### config.mk
export PLATFORM = sky130hd
export DESIGN_NAME = qspi_core
export DESIGN_NICKNAME = d
export VERILOG_FILES = /design/src/verilog/qspi_pkg.sv /design/src/verilog/qspi_regs.sv /design/src/verilog/qspi_sequencer.sv /design/src/verilog/qspi_tx_shift.sv /design/src/verilog/qspi_rx_shift.sv /design/src/verilog/qspi_core.sv
export SDC_FILE = /design/constraint.sdc
export NUM_CORES = 1
export LEC_CHECK = 0
export BUFFER_PORTS_ARGS = -buffer_cell sky130_fd_sc_hd__buf_2
export CORE_MARGIN = 4
export CORE_UTILIZATION = 60
export CTS_BUF_LIST = sky130_fd_sc_hd__clkbuf_2
export DETAILED_ROUTE_END_ITERATION = 16
export GPL_TIMING_DRIVEN = 0
export PLACE_DENSITY = 0.79
export SETUP_SLACK_MARGIN = 0.2
export SLEW_MARGIN = 0
export SYNTH_ARGS = -nofsm -noshare
export SYNTH_HDL_FRONTEND = slang
export SYNTH_HIERARCHICAL = 1
export SYNTH_SLANG_ARGS = --single-unit
### constraint.sdc
create_clock -name clk_i -period 6.8 [get_ports clk_i]
set_input_delay 1.7 -clock clk_i [delete_from_list [all_inputs] [get_ports clk_i]]
set_output_delay 1.7 -clock clk_i [all_outputs]
set_load 0.02 [all_outputs]
### src/verilog/qspi_pkg.sv
package qspi_pkg;

    typedef logic [31:0] word_t;
    typedef logic [4:0]  reg_addr_t;
    typedef logic [3:0]  nibble_t;
    typedef logic [3:0]  nib_cnt_t;
    typedef logic [3:0]  dummy_cnt_t;

    // transfer phases, one serial clock per nibble or dummy cycle
    typedef enum logic [2:0] {
        IDLE,
        CMD,
        ADDR,
        DUMMY,
        RDATA,
        WDATA
    } phase_t;

    // register byte offsets
    localparam reg_addr_t CYCLE_REG = 5'd0;
    localparam reg_addr_t WDATA_REG = 5'd4;
    localparam reg_addr_t RDATA_REG = 5'd8;
    localparam reg_addr_t ADDR_REG  = 5'd12;
    localparam reg_addr_t CMD_REG   = 5'd16;
    localparam reg_addr_t CTRL_REG  = 5'd20;

    // cycle register fields
    localparam int ADDR_NIB_LSB = 0;
    localparam int DUMMY_LSB    = 4;
    localparam int DATA_NIB_LSB = 8;

    // control write bits
    localparam int CTRL_START_RD = 0;
    localparam int CTRL_START_WR = 1;
    localparam int CTRL_LSB      = 2;

    // control read bits
    localparam int STAT_BUSY    = 0;
    localparam int STAT_RD_DONE = 1;
    localparam int STAT_WR_DONE = 2;
    localparam int STAT_LSB     = 3;

    localparam nib_cnt_t CMD_NIBBLES  = 4'd2;
    localparam nib_cnt_t MAX_ADDR_NIB = 4'd6;

endpackage

### src/verilog/qspi_regs.sv
`timescale 1ns/1ps

module qspi_regs (
    input  logic                 clk_i,
    input  logic                 rst_ni,
    input  logic                 we_i,
    input  logic                 re_i,
    input  qspi_pkg::reg_addr_t  addr_i,
    input  qspi_pkg::word_t      wdata_i,
    input  logic                 busy_i,
    input  logic                 done_read_i,
    input  logic                 done_write_i,
    input  qspi_pkg::word_t      rx_word_i,
    output qspi_pkg::word_t      rdata_o,
    output logic                 start_read_o,
    output logic                 start_write_o,
    output logic                 lsb_first_o,
    output qspi_pkg::nib_cnt_t   addr_nib_o,
    output qspi_pkg::dummy_cnt_t dummy_o,
    output qspi_pkg::nib_cnt_t   data_nib_o,
    output qspi_pkg::word_t      cmd_o,
    output qspi_pkg::word_t      addr_o,
    output qspi_pkg::word_t      wdata_o,
    output logic                 intr_rx_o,
    output logic                 intr_tx_o
);
    import qspi_pkg::*;

    word_t    cycle_q;
    word_t    wdata_q;
    word_t    rdata_q;
    word_t    addr_q;
    word_t    cmd_q;
    logic     lsb_q;
    logic     rd_done_q;
    logic     wr_done_q;
    logic     ctrl_wr;
    nib_cnt_t addr_nib_raw;
    word_t    status;
    word_t    rd_mux;

    // control writes only count while the sequencer is idle
    assign ctrl_wr       = we_i && (addr_i == CTRL_REG) && !busy_i;
    assign start_read_o  = ctrl_wr && wdata_i[CTRL_START_RD];
    assign start_write_o = ctrl_wr && wdata_i[CTRL_START_WR] && !wdata_i[CTRL_START_RD];

    // new order bit reaches the transmitter in the same cycle as the start
    assign lsb_first_o = ctrl_wr ? wdata_i[CTRL_LSB] : lsb_q;

    assign addr_nib_raw = cycle_q[ADDR_NIB_LSB +: $bits(nib_cnt_t)];
    assign addr_nib_o   = (addr_nib_raw > MAX_ADDR_NIB) ? MAX_ADDR_NIB : addr_nib_raw;
    assign dummy_o      = cycle_q[DUMMY_LSB +: $bits(dummy_cnt_t)];
    assign data_nib_o   = cycle_q[DATA_NIB_LSB +: $bits(nib_cnt_t)];

    assign cmd_o     = cmd_q;
    assign addr_o    = addr_q;
    assign wdata_o   = wdata_q;
    assign intr_rx_o = rd_done_q;
    assign intr_tx_o = wr_done_q;

    always_ff @(posedge clk_i or negedge rst_ni) begin
        if (!rst_ni) begin
            cycle_q   <= '0;
            lsb_q     <= 1'b0;
            rd_done_q <= 1'b0;
            wr_done_q <= 1'b0;
            rdata_o   <= '0;
        end else begin
            if (we_i && (addr_i == CYCLE_REG)) begin
                cycle_q <= wdata_i;
            end
            if (ctrl_wr) begin
                lsb_q <= wdata_i[CTRL_LSB];
            end
            if (start_read_o || start_write_o) begin
                rd_done_q <= 1'b0;
                wr_done_q <= 1'b0;
            end else begin
                if (done_read_i) begin
                    rd_done_q <= 1'b1;
                end
                if (done_write_i) begin
                    wr_done_q <= 1'b1;
                end
            end
            if (re_i) begin
                rdata_o <= rd_mux;
            end
        end
    end

    always_ff @(posedge clk_i) begin
        if (we_i && (addr_i == WDATA_REG)) begin
            wdata_q <= wdata_i;
        end
        if (we_i && (addr_i == ADDR_REG)) begin
            addr_q <= wdata_i;
        end
        if (we_i && (addr_i == CMD_REG)) begin
            cmd_q <= word_t'(wdata_i[7:0]);
        end
        if (done_read_i) begin
            rdata_q <= rx_word_i;
        end
    end

    always_comb begin
        status               = '0;
        status[STAT_BUSY]    = busy_i;
        status[STAT_RD_DONE] = rd_done_q;
        status[STAT_WR_DONE] = wr_done_q;
        status[STAT_LSB]     = lsb_q;
    end

    always_comb begin
        case (addr_i)
            CYCLE_REG: rd_mux = cycle_q;
            WDATA_REG: rd_mux = wdata_q;
            RDATA_REG: rd_mux = rdata_q;
            ADDR_REG:  rd_mux = addr_q;
            CMD_REG:   rd_mux = cmd_q;
            CTRL_REG:  rd_mux = status;
            default:   rd_mux = '0;
        endcase
    end

endmodule

### src/verilog/qspi_sequencer.sv
`timescale 1ns/1ps

module qspi_sequencer (
    input  logic                 clk_i,
    input  logic                 rst_ni,
    input  logic                 start_read_i,
    input  logic                 start_write_i,
    input  qspi_pkg::nib_cnt_t   addr_nib_i,
    input  qspi_pkg::dummy_cnt_t dummy_i,
    input  qspi_pkg::nib_cnt_t   data_nib_i,
    output logic                 sclk_o,
    output logic                 csb_o,
    output qspi_pkg::nibble_t    qspi_oe_o,
    output logic                 tx_load_o,
    output qspi_pkg::phase_t     tx_sel_o,
    output logic                 tx_shift_o,
    output logic                 rx_clear_o,
    output logic                 rx_sample_o,
    output logic                 busy_o,
    output logic                 done_read_o,
    output logic                 done_write_o
);
    import qspi_pkg::*;

    phase_t   phase_q;
    phase_t   phase_d;
    phase_t   data_phase;
    logic     rd_q;
    nib_cnt_t cnt_q;
    nib_cnt_t len;
    logic     last;
    logic     drive_d;

    // serial clocks in the current phase
    always_comb begin
        case (phase_q)
            CMD:     len = CMD_NIBBLES;
            ADDR:    len = addr_nib_i;
            DUMMY:   len = nib_cnt_t'(dummy_i);
            RDATA:   len = data_nib_i;
            WDATA:   len = data_nib_i;
            default: len = '0;
        endcase
    end

    // phase ends on the high half of its final serial clock
    assign last = sclk_o && (cnt_q == len - 1'b1);

    // what follows the address, or the command when there is no address
    assign data_phase = !rd_q ? WDATA : ((dummy_i != '0) ? DUMMY : RDATA);

    always_comb begin
        phase_d = phase_q;
        unique case (phase_q)
            IDLE: begin
                if (start_read_i || start_write_i) begin
                    phase_d = CMD;
                end
            end
            CMD: begin
                if (last) begin
                    phase_d = (addr_nib_i != '0) ? ADDR : data_phase;
                end
            end
            ADDR: begin
                if (last) begin
                    phase_d = data_phase;
                end
            end
            DUMMY: begin
                if (last) begin
                    phase_d = RDATA;
                end
            end
            default: begin
                if (last) begin
                    phase_d = IDLE;
                end
            end
        endcase
    end

    assign drive_d = phase_d inside {CMD, ADDR, WDATA};

    // transmitter loads on the edge that opens a driven phase
    assign tx_load_o   = (phase_d != phase_q) && drive_d;
    assign tx_sel_o    = phase_d;
    assign tx_shift_o  = sclk_o;
    assign rx_clear_o  = start_read_i;
    assign rx_sample_o = (phase_q == RDATA) && !sclk_o;

    always_ff @(posedge clk_i or negedge rst_ni) begin
        if (!rst_ni) begin
            phase_q      <= IDLE;
            rd_q         <= 1'b0;
            cnt_q        <= '0;
            sclk_o       <= 1'b0;
            csb_o        <= 1'b1;
            qspi_oe_o    <= '0;
            busy_o       <= 1'b0;
            done_read_o  <= 1'b0;
            done_write_o <= 1'b0;
        end else begin
            phase_q <= phase_d;
            if (phase_q == IDLE && (start_read_i || start_write_i)) begin
                rd_q <= start_read_i;
            end
            if (phase_d != phase_q) begin
                cnt_q <= '0;
            end else if (sclk_o) begin
                cnt_q <= cnt_q + 1'b1;
            end
            sclk_o       <= (phase_q != IDLE) ? !sclk_o : 1'b0;
            csb_o        <= (phase_d == IDLE);
            qspi_oe_o    <= {4{drive_d}};
            // busy covers the cycle after chip select rises
            busy_o       <= (phase_d != IDLE) || (phase_q != IDLE);
            done_read_o  <= last && (phase_q == RDATA);
            done_write_o <= last && (phase_q == WDATA);
        end
    end

endmodule

### src/verilog/qspi_tx_shift.sv
`timescale 1ns/1ps

module qspi_tx_shift (
    input  logic               clk_i,
    input  logic               rst_ni,
    input  logic               load_i,
    input  qspi_pkg::phase_t   sel_i,
    input  logic               shift_i,
    input  logic               lsb_first_i,
    input  qspi_pkg::nib_cnt_t nibbles_i,
    input  qspi_pkg::word_t    cmd_i,
    input  qspi_pkg::word_t    addr_i,
    input  qspi_pkg::word_t    wdata_i,
    output qspi_pkg::nibble_t  qspi_o
);
    import qspi_pkg::*;

    word_t      src;
    logic [5:0] shamt;
    word_t      sh_q;
    logic       lsb_q;

    always_comb begin
        case (sel_i)
            CMD:     src = cmd_i;
            ADDR:    src = addr_i;
            WDATA:   src = wdata_i;
            default: src = '0;
        endcase
    end

    // msb first puts nibble N-1 at the top of the word
    assign shamt = {4'd8 - nibbles_i, 2'b00};

    always_ff @(posedge clk_i or negedge rst_ni) begin
        if (!rst_ni) begin
            sh_q  <= '0;
            lsb_q <= 1'b0;
        end else if (load_i) begin
            lsb_q <= lsb_first_i;
            sh_q  <= lsb_first_i ? src : (src << shamt);
        end else if (shift_i) begin
            sh_q <= lsb_q ? (sh_q >> 4) : (sh_q << 4);
        end
    end

    assign qspi_o = lsb_q ? sh_q[3:0] : sh_q[31:28];

endmodule

### src/verilog/qspi_rx_shift.sv
`timescale 1ns/1ps

module qspi_rx_shift (
    input  logic               clk_i,
    input  logic               rst_ni,
    input  logic               clear_i,
    input  logic               sample_i,
    input  logic               lsb_first_i,
    input  qspi_pkg::nib_cnt_t nibbles_i,
    input  qspi_pkg::nibble_t  qspi_i,
    output qspi_pkg::word_t    word_o
);
    import qspi_pkg::*;

    word_t    word_q;
    nib_cnt_t idx_q;

    always_ff @(posedge clk_i or negedge rst_ni) begin
        if (!rst_ni) begin
            word_q <= '0;
            idx_q  <= '0;
        end else if (clear_i) begin
            word_q <= '0;
            idx_q  <= '0;
        end else if (sample_i && (idx_q < nibbles_i)) begin
            if (lsb_first_i) begin
                // first nibble lands in bits 3..0
                word_q[{idx_q[2:0], 2'b00} +: 4] <= qspi_i;
            end else begin
                word_q <= {word_q[27:0], qspi_i};
            end
            idx_q <= idx_q + 1'b1;
        end
    end

    assign word_o = word_q;

endmodule

### src/verilog/qspi_core.sv
`timescale 1ns/1ps

module qspi_core (
    input  logic                clk_i,
    input  logic                rst_ni,
    input  logic                we_i,
    input  logic                re_i,
    input  qspi_pkg::reg_addr_t addr_i,
    input  qspi_pkg::word_t     wdata_i,
    output qspi_pkg::word_t     rdata_o,
    output logic                sclk_o,
    output logic                csb_o,
    output qspi_pkg::nibble_t   qspi_o,
    output qspi_pkg::nibble_t   qspi_oe_o,
    input  qspi_pkg::nibble_t   qspi_i,
    output logic                intr_rx_o,
    output logic                intr_tx_o
);
    import qspi_pkg::*;

    logic       start_read;
    logic       start_write;
    logic       lsb_first;
    nib_cnt_t   addr_nib;
    dummy_cnt_t dummy;
    nib_cnt_t   data_nib;
    word_t      cmd_word;
    word_t      addr_word;
    word_t      wdata_word;
    word_t      rx_word;
    logic       busy;
    logic       done_read;
    logic       done_write;
    logic       tx_load;
    phase_t     tx_sel;
    logic       tx_shift;
    logic       rx_clear;
    logic       rx_sample;
    nib_cnt_t   tx_nibbles;

    // nibble count of the field being loaded
    always_comb begin
        case (tx_sel)
            CMD:     tx_nibbles = CMD_NIBBLES;
            ADDR:    tx_nibbles = addr_nib;
            default: tx_nibbles = data_nib;
        endcase
    end

    qspi_regs u_regs (
        .clk_i         (clk_i),
        .rst_ni        (rst_ni),
        .we_i          (we_i),
        .re_i          (re_i),
        .addr_i        (addr_i),
        .wdata_i       (wdata_i),
        .busy_i        (busy),
        .done_read_i   (done_read),
        .done_write_i  (done_write),
        .rx_word_i     (rx_word),
        .rdata_o       (rdata_o),
        .start_read_o  (start_read),
        .start_write_o (start_write),
        .lsb_first_o   (lsb_first),
        .addr_nib_o    (addr_nib),
        .dummy_o       (dummy),
        .data_nib_o    (data_nib),
        .cmd_o         (cmd_word),
        .addr_o        (addr_word),
        .wdata_o       (wdata_word),
        .intr_rx_o     (intr_rx_o),
        .intr_tx_o     (intr_tx_o)
    );

    qspi_sequencer u_sequencer (
        .clk_i         (clk_i),
        .rst_ni        (rst_ni),
        .start_read_i  (start_read),
        .start_write_i (start_write),
        .addr_nib_i    (addr_nib),
        .dummy_i       (dummy),
        .data_nib_i    (data_nib),
        .sclk_o        (sclk_o),
        .csb_o         (csb_o),
        .qspi_oe_o     (qspi_oe_o),
        .tx_load_o     (tx_load),
        .tx_sel_o      (tx_sel),
        .tx_shift_o    (tx_shift),
        .rx_clear_o    (rx_clear),
        .rx_sample_o   (rx_sample),
        .busy_o        (busy),
        .done_read_o   (done_read),
        .done_write_o  (done_write)
    );

    qspi_tx_shift u_tx_shift (
        .clk_i       (clk_i),
        .rst_ni      (rst_ni),
        .load_i      (tx_load),
        .sel_i       (tx_sel),
        .shift_i     (tx_shift),
        .lsb_first_i (lsb_first),
        .nibbles_i   (tx_nibbles),
        .cmd_i       (cmd_word),
        .addr_i      (addr_word),
        .wdata_i     (wdata_word),
        .qspi_o      (qspi_o)
    );

    qspi_rx_shift u_rx_shift (
        .clk_i       (clk_i),
        .rst_ni      (rst_ni),
        .clear_i     (rx_clear),
        .sample_i    (rx_sample),
        .lsb_first_i (lsb_first),
        .nibbles_i   (data_nib),
        .qspi_i      (qspi_i),
        .word_o      (rx_word)
    );

endmodule

==> results.md, run 1 <==
* Crit path capture type: register
* GRT Util Overall at 34.3%
* #FFs+latches synth at 254
* Clock transition at path regs at 0.12 ns
* Area Growth Syn to Fin at 11.7%
* Peak VDD IR at 211 uV
* Hold crit path type: register to register
* Routed WL at 46.1 mm
* Count of input and output buffers at 87
* Relative slew slack at 12.5%
* Ys Warns at 6
* Post-Syn Instances at 1327
* Fraction of layout instances using a drive strength above 1 at 25.4%
* Worst path bufs/invs at 7
* Worst-Margin Slew at 1.31 ns
* Crit-path slowest cell: or4b_2
* Crit path top cell by count: o21ai_0
* Post-synthesis adder-cell area fraction at 1.10%
* Mean Syn Cell Area at 11.1 sq um
* Post-synth top flop: dfrtp_1
* Final net count at 1571
* CP Launch Type: input pin
* Die area at 27100 sq um
* Via density at 6.37
* Initial Util at 60.8%
* Post-synthesis compound-gate area fraction at 16.3%
* Crit-path cells: clkbuf_1, nand2_1, or3_1, clkbuf_1, nor3b_2, o21ai_0, and3_4, clkinvlp_4, a21o_1, a221o_1, buf_2, clkinv_1, buf_2, ha_1, clkbuf_2, or4b_2, o32a_1, o21ai_0, o21ai_0, a41oi_1
* GPL Wtd Cong at 0.975
* Skew-Pair Late Insertion Delay at 0.84 ns
* Clk root buf: clkbuf_2
* Clk sinks at 254
* Vias in the first global route at 11900
* Share of the synthesized area in the top cell type at 25.3%
* Drt first pass iters at 5
* Clock Tree Buf Depth at 3
* Core area at 24200 sq um
* Tmin final at 6.34 ns
* Routed WL per cell at 24.3 um
* Via Count at 12100
* Final worst slack at 0.458 ns
* DP Wirelength at 34.3 mm
* Max-cap violations at 0
* Post-synthesis xor/xnor area fraction at 0.756%
* Residual DRC at 0
* Peak per-stage delay on the critical path at 0.67 ns
* I/O pins at 89
* Max Transition Viols Final at 0
* Largest net degree at the start of global routing at 87
* Setup violators final at 0
* RSZ-0062 raised after global routing: false
* Pre-CTS setup slack at -1.00 ns
* Final hold vios at 0
* Cell taking the most area after synthesis: dfrtp_1
* Yosys cell types at 89
* Type of the worst setup path: input pin to register
* Critical path arrival at 7.06 ns
* First-pass GRT wire length at 70.3 mm
* Async SR Flop Fraction at 59.1%
* Peak fanout along the critical path at 11
* DRT antenna net count at 0
* Die Wd at 165 um
* Status: finished clean
* Multiplexer area fraction after synthesis at 13.2%
* Synth area leaders: dfrtp_1 25%, edfxtp_1 21%, mux2i_1 7.9%
* Leakage power at 0.00698 uW
* Tcrit/Tclk final at 93.3%
* Initial antenna violation count at 7
* R2r setup slk at 0.63 ns
* CP delay by family, top: simple AND/OR/NAND/NOR gates
* Fmax at 0.158 GHz
* Cts bufs inserted at 69
* PD cells at 364 nW/um^2
* Seq/Total Area, Yosys at 46.7%
* Largest family of logic cells by synthesized area: compound AO/OA/AOI/OAI gates
* Synth Cell Area at 14700 sq um
* Row count at 57
* Hold_buf cts at 0
* Req. time, crit path at 7.52 ns
* Global route total overflow at 0
* Die Ht at 165 um
* Clock Skew at 0.104 ns
* Post-Synth Simple-Gate Area at 15.1%
* Hold_ws at 0.430 ns
* H-tree levels at 3
* DR iter-0 viols at 1170
* Sum Neg Setup Slack at 0 ns
* CTS tree: yes
* Post-synth EDFFs at 104
[cell usage in the layout, fill, tap and decap left out, types with 7 or more instances in the layout]
master,instances
clkinv_1,17
conb_1,25
mux2_2,12
o22ai_1,34
nand2_1,71
inv_1,48
nor3b_1,7
a221o_1,10
o21ai_0,36
mux2_4,29
or3_1,8
o221ai_1,10
nor4bb_1,52
clkbuf_2,109
a22oi_1,10
a311oi_1,8
and4bb_2,11
a211oi_1,25
nor2_1,51
ha_1,13
buf_2,115
buf_4,48
dfrtp_1,148
mux4_2,9
edfxtp_1,104
nor2b_1,14
o32a_1,8
o22a_1,29
or2_2,7
nor3_1,55
buf_6,10
a21oi_1,62
a2111oi_0,12
nand2b_1,33
a211o_1,20
clkbuf_1,49
mux2i_1,117
[area by class of cell]
type / instances / area [sq um]
clock buffer: 105 / 526
sequential: 254 / 6880
buffer: 144 / 826
multi-input combinational: 900 / 6980
antenna: 3 / 7.51
fill: 1902 / 7790
inverter: 53 / 203
tap: 324 / 405
clock inverter: 22 / 97.6
timing repair buffer: 91 / 532
[power breakdown]
group | total, uW | switching [uW] | internal (uW)
combinational | 2860 | 1760 | 1110
sequential | 2060 | 222 | 1840
clock | 1070 | 654 | 415
[cells in the mapped netlist (9+ instances only)]
cell	n
nor3_1	55
a22oi_1	10
mux2i_1	117
mux2_2	12
a211oi_1	26
a211o_1	20
o221ai_1	10
dfrtp_1	149
buf_2	28
and4bb_2	11
o21ai_0	36
edfxtp_1	104
nand2b_1	33
buf_6	9
a21oi_1	62
ha_1	13
buf_4	47
clkbuf_1	53
mux4_2	9
o22ai_1	34
nor2b_1	14
mux2_4	29
inv_1	49
nand2_1	71
nor4bb_1	52
a221o_1	10
o22a_1	29
a2111oi_0	13
nor2_1	54
[sequential cells by signal, indices dropped and copies added, names as in the netlist, 3 cells and up]
name	count
u_regs/addr_o	32
u_regs/cmd_o	8
u_regs/cycle_q	32
u_regs/rdata_o	32
u_regs/rdata_q	32
u_regs/wdata_o	32
u_rx_shift/idx_q	4
u_rx_shift/word_o	32
u_sequencer/cnt_q	4
u_sequencer/phase_q	3
u_tx_shift/sh_q	32
[path summary, 6_finish.rpt]
kind | cells past startpoint | start | to
max in group asynchronous | 2 | rst_ni | u_rx_shift/word_o[14]$_DFFE_PN0P_
hold reg to reg | 0 | u_rx_shift/word_o[15]$_DFFE_PN0P_ | u_regs/rdata_q[15]$_DFFE_PP_
setup / recovery | 20 | addr_i[2] | u_tx_shift/sh_q[27]$_DFFE_PN0P_
setup reg to reg | 23 | u_regs/cycle_q[1]$_DFFE_PN0P_ | u_tx_shift/sh_q[1]$_DFFE_PN0P_
hold / removal | 0 | u_rx_shift/word_o[15]$_DFFE_PN0P_ | u_regs/rdata_q[15]$_DFFE_PP_
min in group asynchronous | 1 | rst_ni | u_sequencer/cnt_q[0]$_DFFE_PN0P_
[per-layer routing]
layer  up-vias  part of all wire, %  global-route usage [%]  wire length (um)
li1       5423                    -                       -                 -
met1      5890                   39                    43.6             17900
met2       611                   48                    56.1             22300
met3       138                  8.5                    8.46              3900
met4        10                  4.2                    14.9              1930
met5         -                 0.15                       0                69
[metrics by stage]
step | power [uW] | cells | util (%) | instance area, sq um
finish | 5990 | 1896 | 67.9 | 16500
global route | 6350 | 1896 | 67.9 | 16500
CTS | 5920 | 1892 | 67.6 | 16400
detailed placement | 4840 | 1765 | 65.1 | 15800
global placement | 4790 | 1762 | 64.6 | 15700
floorplan | 4020 | 1351 | - | 14800
[logic make-up (layout without fill, tap and decap cells)]
| kind of cell | Yosys count | in the layout |
|---|---|---|
| simple gates | 358 | 358 |
| flops | 254 | 254 |
| mux | 167 | 167 |
| buf+inv | 197 | 415 |
| other cells | 1 | 28 |
| fa+ha+maj | 13 | 13 |
| compound gates | 326 | 326 |
| xor+xnor | 11 | 11 |
[what timing repair did]
| item | CTS | global route |
|---|---|---|
| setup buffers | 0 | 1 |
| endpoints found under the hold margin | 0 | 0 |
| endpoints found under the setup margin | 27 | 32 |
| resized for setup | 3 | 13 |
(Power assumes the default switching activity.)
==> run 2, diff against run 1 <==
CAP_MARGIN = 40   (was default)
CORE_UTILIZATION = 38   (was 60)
PLACE_DENSITY = default   (was 0.79)
==> run 2 against run 1 <==
Compared with the run above:
- total power up 3.0%
- clock power up 16%
- combinational power about the same
- routed wire length up 5.6%
- cell count up 11%
- critical path depth unchanged
- cell area up 2.3%
- die area up 55%
- non-clock buffer count up 5
- flip-flop and latch count unchanged
- fmax up 1.0%
- largest power group unchanged
==> results.md, run 2 (same netlist as run 1, synthesis figures left out) <==
* Status: finished clean
* DR iter-0 viols at 1048 (-10%)
* R2r setup slk at 0.62 ns (about the same)
* Sum Neg Setup Slack at 0 ns (unchanged)
* Global route total overflow at 0 (unchanged)
* Routed WL per cell at 23.2 um (-4.5%)
* Die Ht at 205 um (+24%)
* Peak VDD IR at 249 uV (+18%)
* Fmax at 0.159 GHz (+1.0%)
* DRT antenna net count at 0 (unchanged)
* Most frequent cells in the layout: 148 x dfrtp_1, 118 x buf_2, 117 x mux2i_1
* Critical path arrival at 7.05 ns (about the same)
* Die area at 42000 sq um (+55%)
* Clk root buf: clkbuf_2
* Hold_buf cts at 0 (unchanged)
* Area Growth Syn to Fin at 14.2%
* Skew-Pair Late Insertion Delay at 0.94 ns (+0.10 ns)
* Type of the worst setup path: input pin to register
* RSZ-0062 raised after global routing: false
* First-pass GRT wire length at 74.4 mm (+5.9%)
* Setup violators final at 0 (unchanged)
* Row count at 71 (+25%)
* Cts bufs inserted at 74 (+7.2%)
* Initial Util at 38.9% (-22 points)
* DP Wirelength at 36.1 mm (+5.3%)
* Clock power frac at 20.0% (+2.2 points)
* PD cells at 367 nW/um^2 (+0.72%)
* Die Wd at 205 um (+24%)
* Total Power at 6170 uW (+3.0%)
* Drt first pass iters at 5 (unchanged)
* CTS tree: yes
* Worst-Margin Slew at 0.913 ns (-0.397 ns)
* Fillcell total at 3700 (+95%)
* Residual DRC at 0 (unchanged)
* Relative slew slack at 39.1% (+27 points)
* Peak per-stage delay on the critical path at 0.47 ns (-0.20 ns)
* Clk sinks at 254 (unchanged)
* Clock Skew at 0.0856 ns (-0.0186 ns)
* Routed WL at 48.7 mm (+5.6%)
* Tcrit/Tclk final at 92.3% (-0.92 points)
* Most common cell after layout, fill and taps aside: dfrtp_1
* Core area at 37900 sq um (+56%)
* Crit-path slowest cell: clkbuf_1
* Final net count at 1581 (+0.64%)
* Via Count at 12000 (-1.0%)
* Max-cap violations at 0 (unchanged)
* Crit-path cells: clkbuf_1, nand2_1, or3_1, clkbuf_1, nor3b_1, o21ai_0, and3_4, clkinvlp_4, a21o_1, a221o_1, buf_2, clkinvlp_4, buf_2, ha_1, clkbuf_2, inv_2, nor3_1, a22o_1, nor4_1, o221ai_1
* Tmin final at 6.28 ns (-0.0627 ns)
* Storage cell area at 6880 sq um (unchanged)
* I/O pins at 89 (unchanged)
* Switch Pwr at 2670 uW (+1.6%)
* Leakage power at 0.00706 uW (+1.2%)
* H-tree levels at 3 (unchanged)
* Flop pwr share at 33.5% (-0.9 points)
* Area occupied by multi-input gates at 6980 sq um (about the same)
* Largest net degree at the start of global routing at 88 (+1.1%)
* Crit path capture type: register
* Utilization after layout at 44.4% (-23 points)
* CP Launch Type: input pin
* Combinational Power Share at 46.5% (-1.2 points)
* GRT Util Overall at 23.1% (-11 points)
* Pre-CTS setup slack at -1.02 ns (-0.0210 ns)
* Via density at 5.70 (-10%)
* Vias in the first global route at 12000 (+0.46%)
* Peak fanout along the critical path at 11 (unchanged)
* Net Sw Frac at 43.3% (-0.63 points)
* Int Power at 3500 uW (+4.2%)
* Count of input and output buffers at 87 (unchanged)
* Fraction of layout instances using a drive strength above 1 at 26.0% (+0.60 points)
* GPL Wtd Cong at 0.938 (-3.8%)
* Final worst slack at 0.520 ns (+0.0627 ns)
* Final hold vios at 0 (unchanged)
* Hold crit path type: register to register
* Initial antenna violation count at 4 (-3)
* Clock transition at path regs at 0.09 ns (-0.03 ns)
* Req. time, crit path at 7.57 ns (+0.05 ns)
* Clock Tree Buf Depth at 3 (unchanged)
* Max Transition Viols Final at 0 (unchanged)
run 2: changes by cell type in the layout (fill, tap and decap cells not counted), sizes merged:
| cell | before | now |
|---|---|---|
| bufinv | 0 | 3 |
| diode | 3 | 2 |
| clkinv | 20 | 21 |
| clkbuf | 158 | 163 |
| buf | 182 | 187 |
run 2: worst paths after layout:
kind / start / to / cells after the start
min: u_rx_shift/word_o[29]$_DFFE_PN0P_ / u_regs/rdata_q[29]$_DFFE_PP_ / 0
max reg2reg: u_regs/cycle_q[1]$_DFFE_PN0P_ / u_tx_shift/sh_q[31]$_DFFE_PN0P_ / 23
min reg2reg: u_rx_shift/word_o[29]$_DFFE_PN0P_ / u_regs/rdata_q[29]$_DFFE_PP_ / 0
max: addr_i[2] / u_tx_shift/sh_q[31]$_DFFE_PN0P_ / 20
min in group asynchronous: rst_ni / u_sequencer/qspi_oe_o[0]$_DFF_PN0_ / 1
max in group asynchronous: rst_ni / u_regs/rdata_o[27]$_DFFE_PN0P_ / 2
run 2: power groups by stage:
stage / clock network, uW / logic [uW] / registers [uW]
detailed placement: 0 / 2760 / 2090
global placement: 0 / 2730 / 2090
floorplan: 0 / 2010 / 2010
finish: 1240 / 2870 / 2070
global route: 1370 / 3100 / 2100
CTS: 1280 / 2780 / 2060
run 2: critical path: cells and delay by family:
| kind | cells | cell delay [ns] |
|---|---|---|
| buffers and inverters | 8 | 2.03 |
| AND/OR/NAND/NOR | 6 | 1.84 |
| AO/OA/AOI/OAI | 5 | 1.09 |
| adder cells (fa/ha/maj) | 1 | 0.37 |
run 2: per-layer routing:
layer	vias to the layer above	track usage [%]	share of wire [%]
li1	5456	-	-
met1	5967	30.9	44
met2	437	38.0	48
met3	84	4.27	6.0
met4	6	7.63	2.4
met5	-	0	0.070
run 2: stage by stage:
stage | cells | instance area (sq um) | hold slack, ns
floorplan | 1351 | 14800 | 0.426
global placement | 1949 | 15900 | 0.438
detailed placement | 1957 | 16000 | 0.438
CTS | 2093 | 16800 | 0.463
global route | 2096 | 16800 | 0.476
finish | 2096 | 16800 | 0.436
run 2: area by class of cell:
cell class                 count  area share (%)
buffer                       144            4.91
multi-input combinational    900            41.5
timing repair buffer          96            3.37
clock buffer                 110            3.27
clock inverter                26            1.09
inverter                      53            1.23
antenna                        2          0.0297
sequential                   254            40.9
tap                          511            3.80
run 2: timing repair:
| action | 4_1_cts | 5_1_grt |
|---|---|---|
| endpoints found under the hold margin | 0 | 0 |
| gates resized for setup | 2 | 16 |
| pin swaps | 0 | 0 |
| buffers inserted | 0 | 1 |
| endpoints found under the setup margin | 32 | 32 |
==> run 3, diff against run 2 <==
==> constraint.sdc (replaced) <==
create_clock -name clk_i -period 6.8 [get_ports clk_i]
set_input_delay 1.36 -clock clk_i [delete_from_list [all_inputs] [get_ports clk_i]]
set_output_delay 1.36 -clock clk_i [all_outputs]
set_load 0.02 [all_outputs]
==> run 3 against run 2 <==
Compared with the run above:
- fmax fell by 0.63%
- non-clock buffer count is 1 lower
- combinational power about the same
- global-route usage unchanged
- critical path type unchanged
- critical path depth is 1 higher
- clock power is essentially flat
- largest power group unchanged
- setup slack got worse by 0.040 ns
==> results.md, run 3 (same netlist as run 1, synthesis figures left out) <==
* Status: finished clean
* Final hold vios at 0 (unchanged)
* Critical path arrival at 7.09 ns (+0.04 ns)
* Routed WL at 48.7 mm (about the same)
* Residual DRC at 0 (unchanged)
* Worst-Margin Slew at 0.909 ns (-0.00494 ns)
* Crit path capture type: register
* Peak VDD IR at 250 uV (+0.40%)
* Clock Tree Buf Depth at 3 (unchanged)
* Die Ht at 205 um (unchanged)
* I/O pins at 89 (unchanged)
* Hold_ws at 0.367 ns (-0.0694 ns)
* Count of input and output buffers at 87 (unchanged)
* Final net count at 1580 (-0.063%)
* RSZ-0062 raised after global routing: false
* Fraction of layout instances using a drive strength above 1 at 25.5% (-0.43 points)
* Clock transition at path regs at 0.08 ns (about the same)
* Post-Route M1 WL at 21.4 mm (+0.67%)
* Max Transition Viols Final at 0 (unchanged)
* Design area at 16800 sq um (-0.13%)
* Int Power at 3500 uW (-0.19%)
* Die area at 42000 sq um (unchanged)
* Max-cap violations at 0 (unchanged)
* Row count at 71 (unchanged)
* Flop pwr share at 33.5% (about the same)
* Hold crit path type: input pin to async pin
* Post-CTS resize count at 2 (unchanged)
* Leakage power at 0.00706 uW (about the same)
* Hold_buf cts at 0 (unchanged)
* Clk sinks at 254 (unchanged)
* DRT antenna net count at 0 (unchanged)
* Routed met2 length at 23.2 mm (-0.45%)
* Net Sw Frac at 43.3% (+0.044 points)
* Area Growth Syn to Fin at 14.1%
* Top Metal Used: met5
* Relative slew slack at 39.1% (about the same)
* PD cells at 367 nW/um^2 (about the same)
* Peak fanout along the critical path at 11 (unchanged)
* Clk root buf: clkbuf_2
* GPL Wtd Cong at 0.938 (unchanged)
* GRT Util Overall at 23.1% (unchanged)
* Met3 Wirelength at 2.80 mm (-3.7%)
* Tmin final at 6.32 ns (+0.0398 ns)
* Combinational Power Share at 46.4% (about the same)
* Via Count at 11900 (-0.0084%)
* CP Launch Type: input pin
* Global route total overflow at 0 (unchanged)
* DP Wirelength at 36.1 mm (unchanged)
* H-tree levels at 3 (unchanged)
* CTS tree: yes
* Post-CTS setup buffer count at 0 (unchanged)
* Most common cell after layout, fill and taps aside: dfrtp_1
* Routed WL per cell at 23.2 um (about the same)
* Initial antenna violation count at 4 (unchanged)
* Via density at 5.70 (about the same)
* Drt first pass iters at 5 (unchanged)
* Skew-Pair Late Insertion Delay at 0.94 ns (about the same)
* Clock power frac at 20.0% (about the same)
* Largest net degree at the start of global routing at 88 (unchanged)
* Switch Pwr at 2670 uW (about the same)
* DP Area at 16000 sq um (unchanged)
* Clock Skew at 0.0860 ns (+0.000330 ns)
* Fmax at 0.158 GHz (-0.63%)
* Initial Util at 38.9% (unchanged)
* Req. time, crit path at 7.57 ns (about the same)
* Vias in the first global route at 12000 (unchanged)
* Type of the worst setup path: input pin to register
* Die Wd at 205 um (unchanged)
* Cts bufs inserted at 74 (unchanged)
* DR iter-0 viols at 956 (-8.8%)
* Tcrit/Tclk final at 92.9% (+0.59 points)
* Setup violators final at 0 (unchanged)
* Core area at 37900 sq um (unchanged)
* First-pass GRT wire length at 74.4 mm (unchanged)
* Most frequent cells in the layout: 148 x dfrtp_1, 117 x buf_2, 117 x mux2i_1
run 3: area by class of cell:
cell class	count	area [sq um]
repair buffers	95	559
multi-input cells	900	6970
clock buffers	110	551
fillers	3701	21100
plain buffers	144	827
flip-flops and latches	254	6880
inverters	53	199
diodes	2	5.00
well taps	511	639
clock inverters	26	183
run 3: worst paths after layout:
path                            cells after the start                         startpoint  slack [ns]                                 end
worst max register to register                     23      u_regs/cycle_q[1]$_DFFE_PN0P_        0.53     u_tx_shift/sh_q[31]$_DFFE_PN0P_
max in group asynchronous                           2                             rst_ni        5.52      u_regs/rdata_o[27]$_DFFE_PN0P_
worst min register to register                      0  u_rx_shift/word_o[29]$_DFFE_PN0P_        0.44        u_regs/rdata_q[29]$_DFFE_PP_
worst min-delay path                                1                             rst_ni        0.37  u_sequencer/qspi_oe_o[0]$_DFF_PN0_
worst max-delay path                               21                          addr_i[1]        0.48     u_tx_shift/sh_q[31]$_DFFE_PN0P_
min in group clk_i                                  0  u_rx_shift/word_o[29]$_DFFE_PN0P_        0.44        u_regs/rdata_q[29]$_DFFE_PP_
run 3: critical path: stages:
cell      delay, ns
buf_2          0.12
or4b_1         0.51
clkbuf_1       0.22
or3_1          0.38
clkbuf_1       0.19
nor2_1         0.37
o21ai_0        0.20
and3_4         0.27
inv_1          0.24
a21o_1         0.23
a221o_1        0.22
buf_2          0.25
clkinv_1       0.23
clkbuf_4       0.29
ha_1           0.23
clkbuf_1       0.20
xnor2_1        0.53
nor3_1         0.09
a22o_1         0.25
nor4_1         0.45
o221ai_1       0.24
run 3: through the flow:
step | setup TNS, ns | instances | utilization (%) | worst slack (ns) | power, uW
finish | 0 | 2095 | 44.3 | 0.481 | 6170
CTS | 0 | 2093 | 44.2 | 0.356 | 6130
global placement | -13.65 | 1949 | 41.9 | -0.648 | 4820
detailed placement | -15.65 | 1957 | 42.3 | -0.683 | 4860
floorplan | 0 | 1351 | - | 0.758 | 4020
global route | 0 | 2095 | 44.3 | 0.230 | 6550
run 3: per-layer routing:
| metal | vias up | GRT usage (%) |
|---|---|---|
| met5 | - | 0 |
| met4 | 6 | 7.63 |
| met3 | 90 | 4.27 |
| met2 | 448 | 38.0 |
| met1 | 5954 | 30.9 |
| li1 | 5451 | - |
run 3: power groups by stage:
stage	Sequential (uW)	Clock, uW	Combinational (uW)
after floorplan	2010	0	2010
final	2070	1230	2860
after CTS	2060	1280	2780
after global placement	2090	0	2730
after detailed placement	2090	0	2760
after global routing	2100	1370	3080
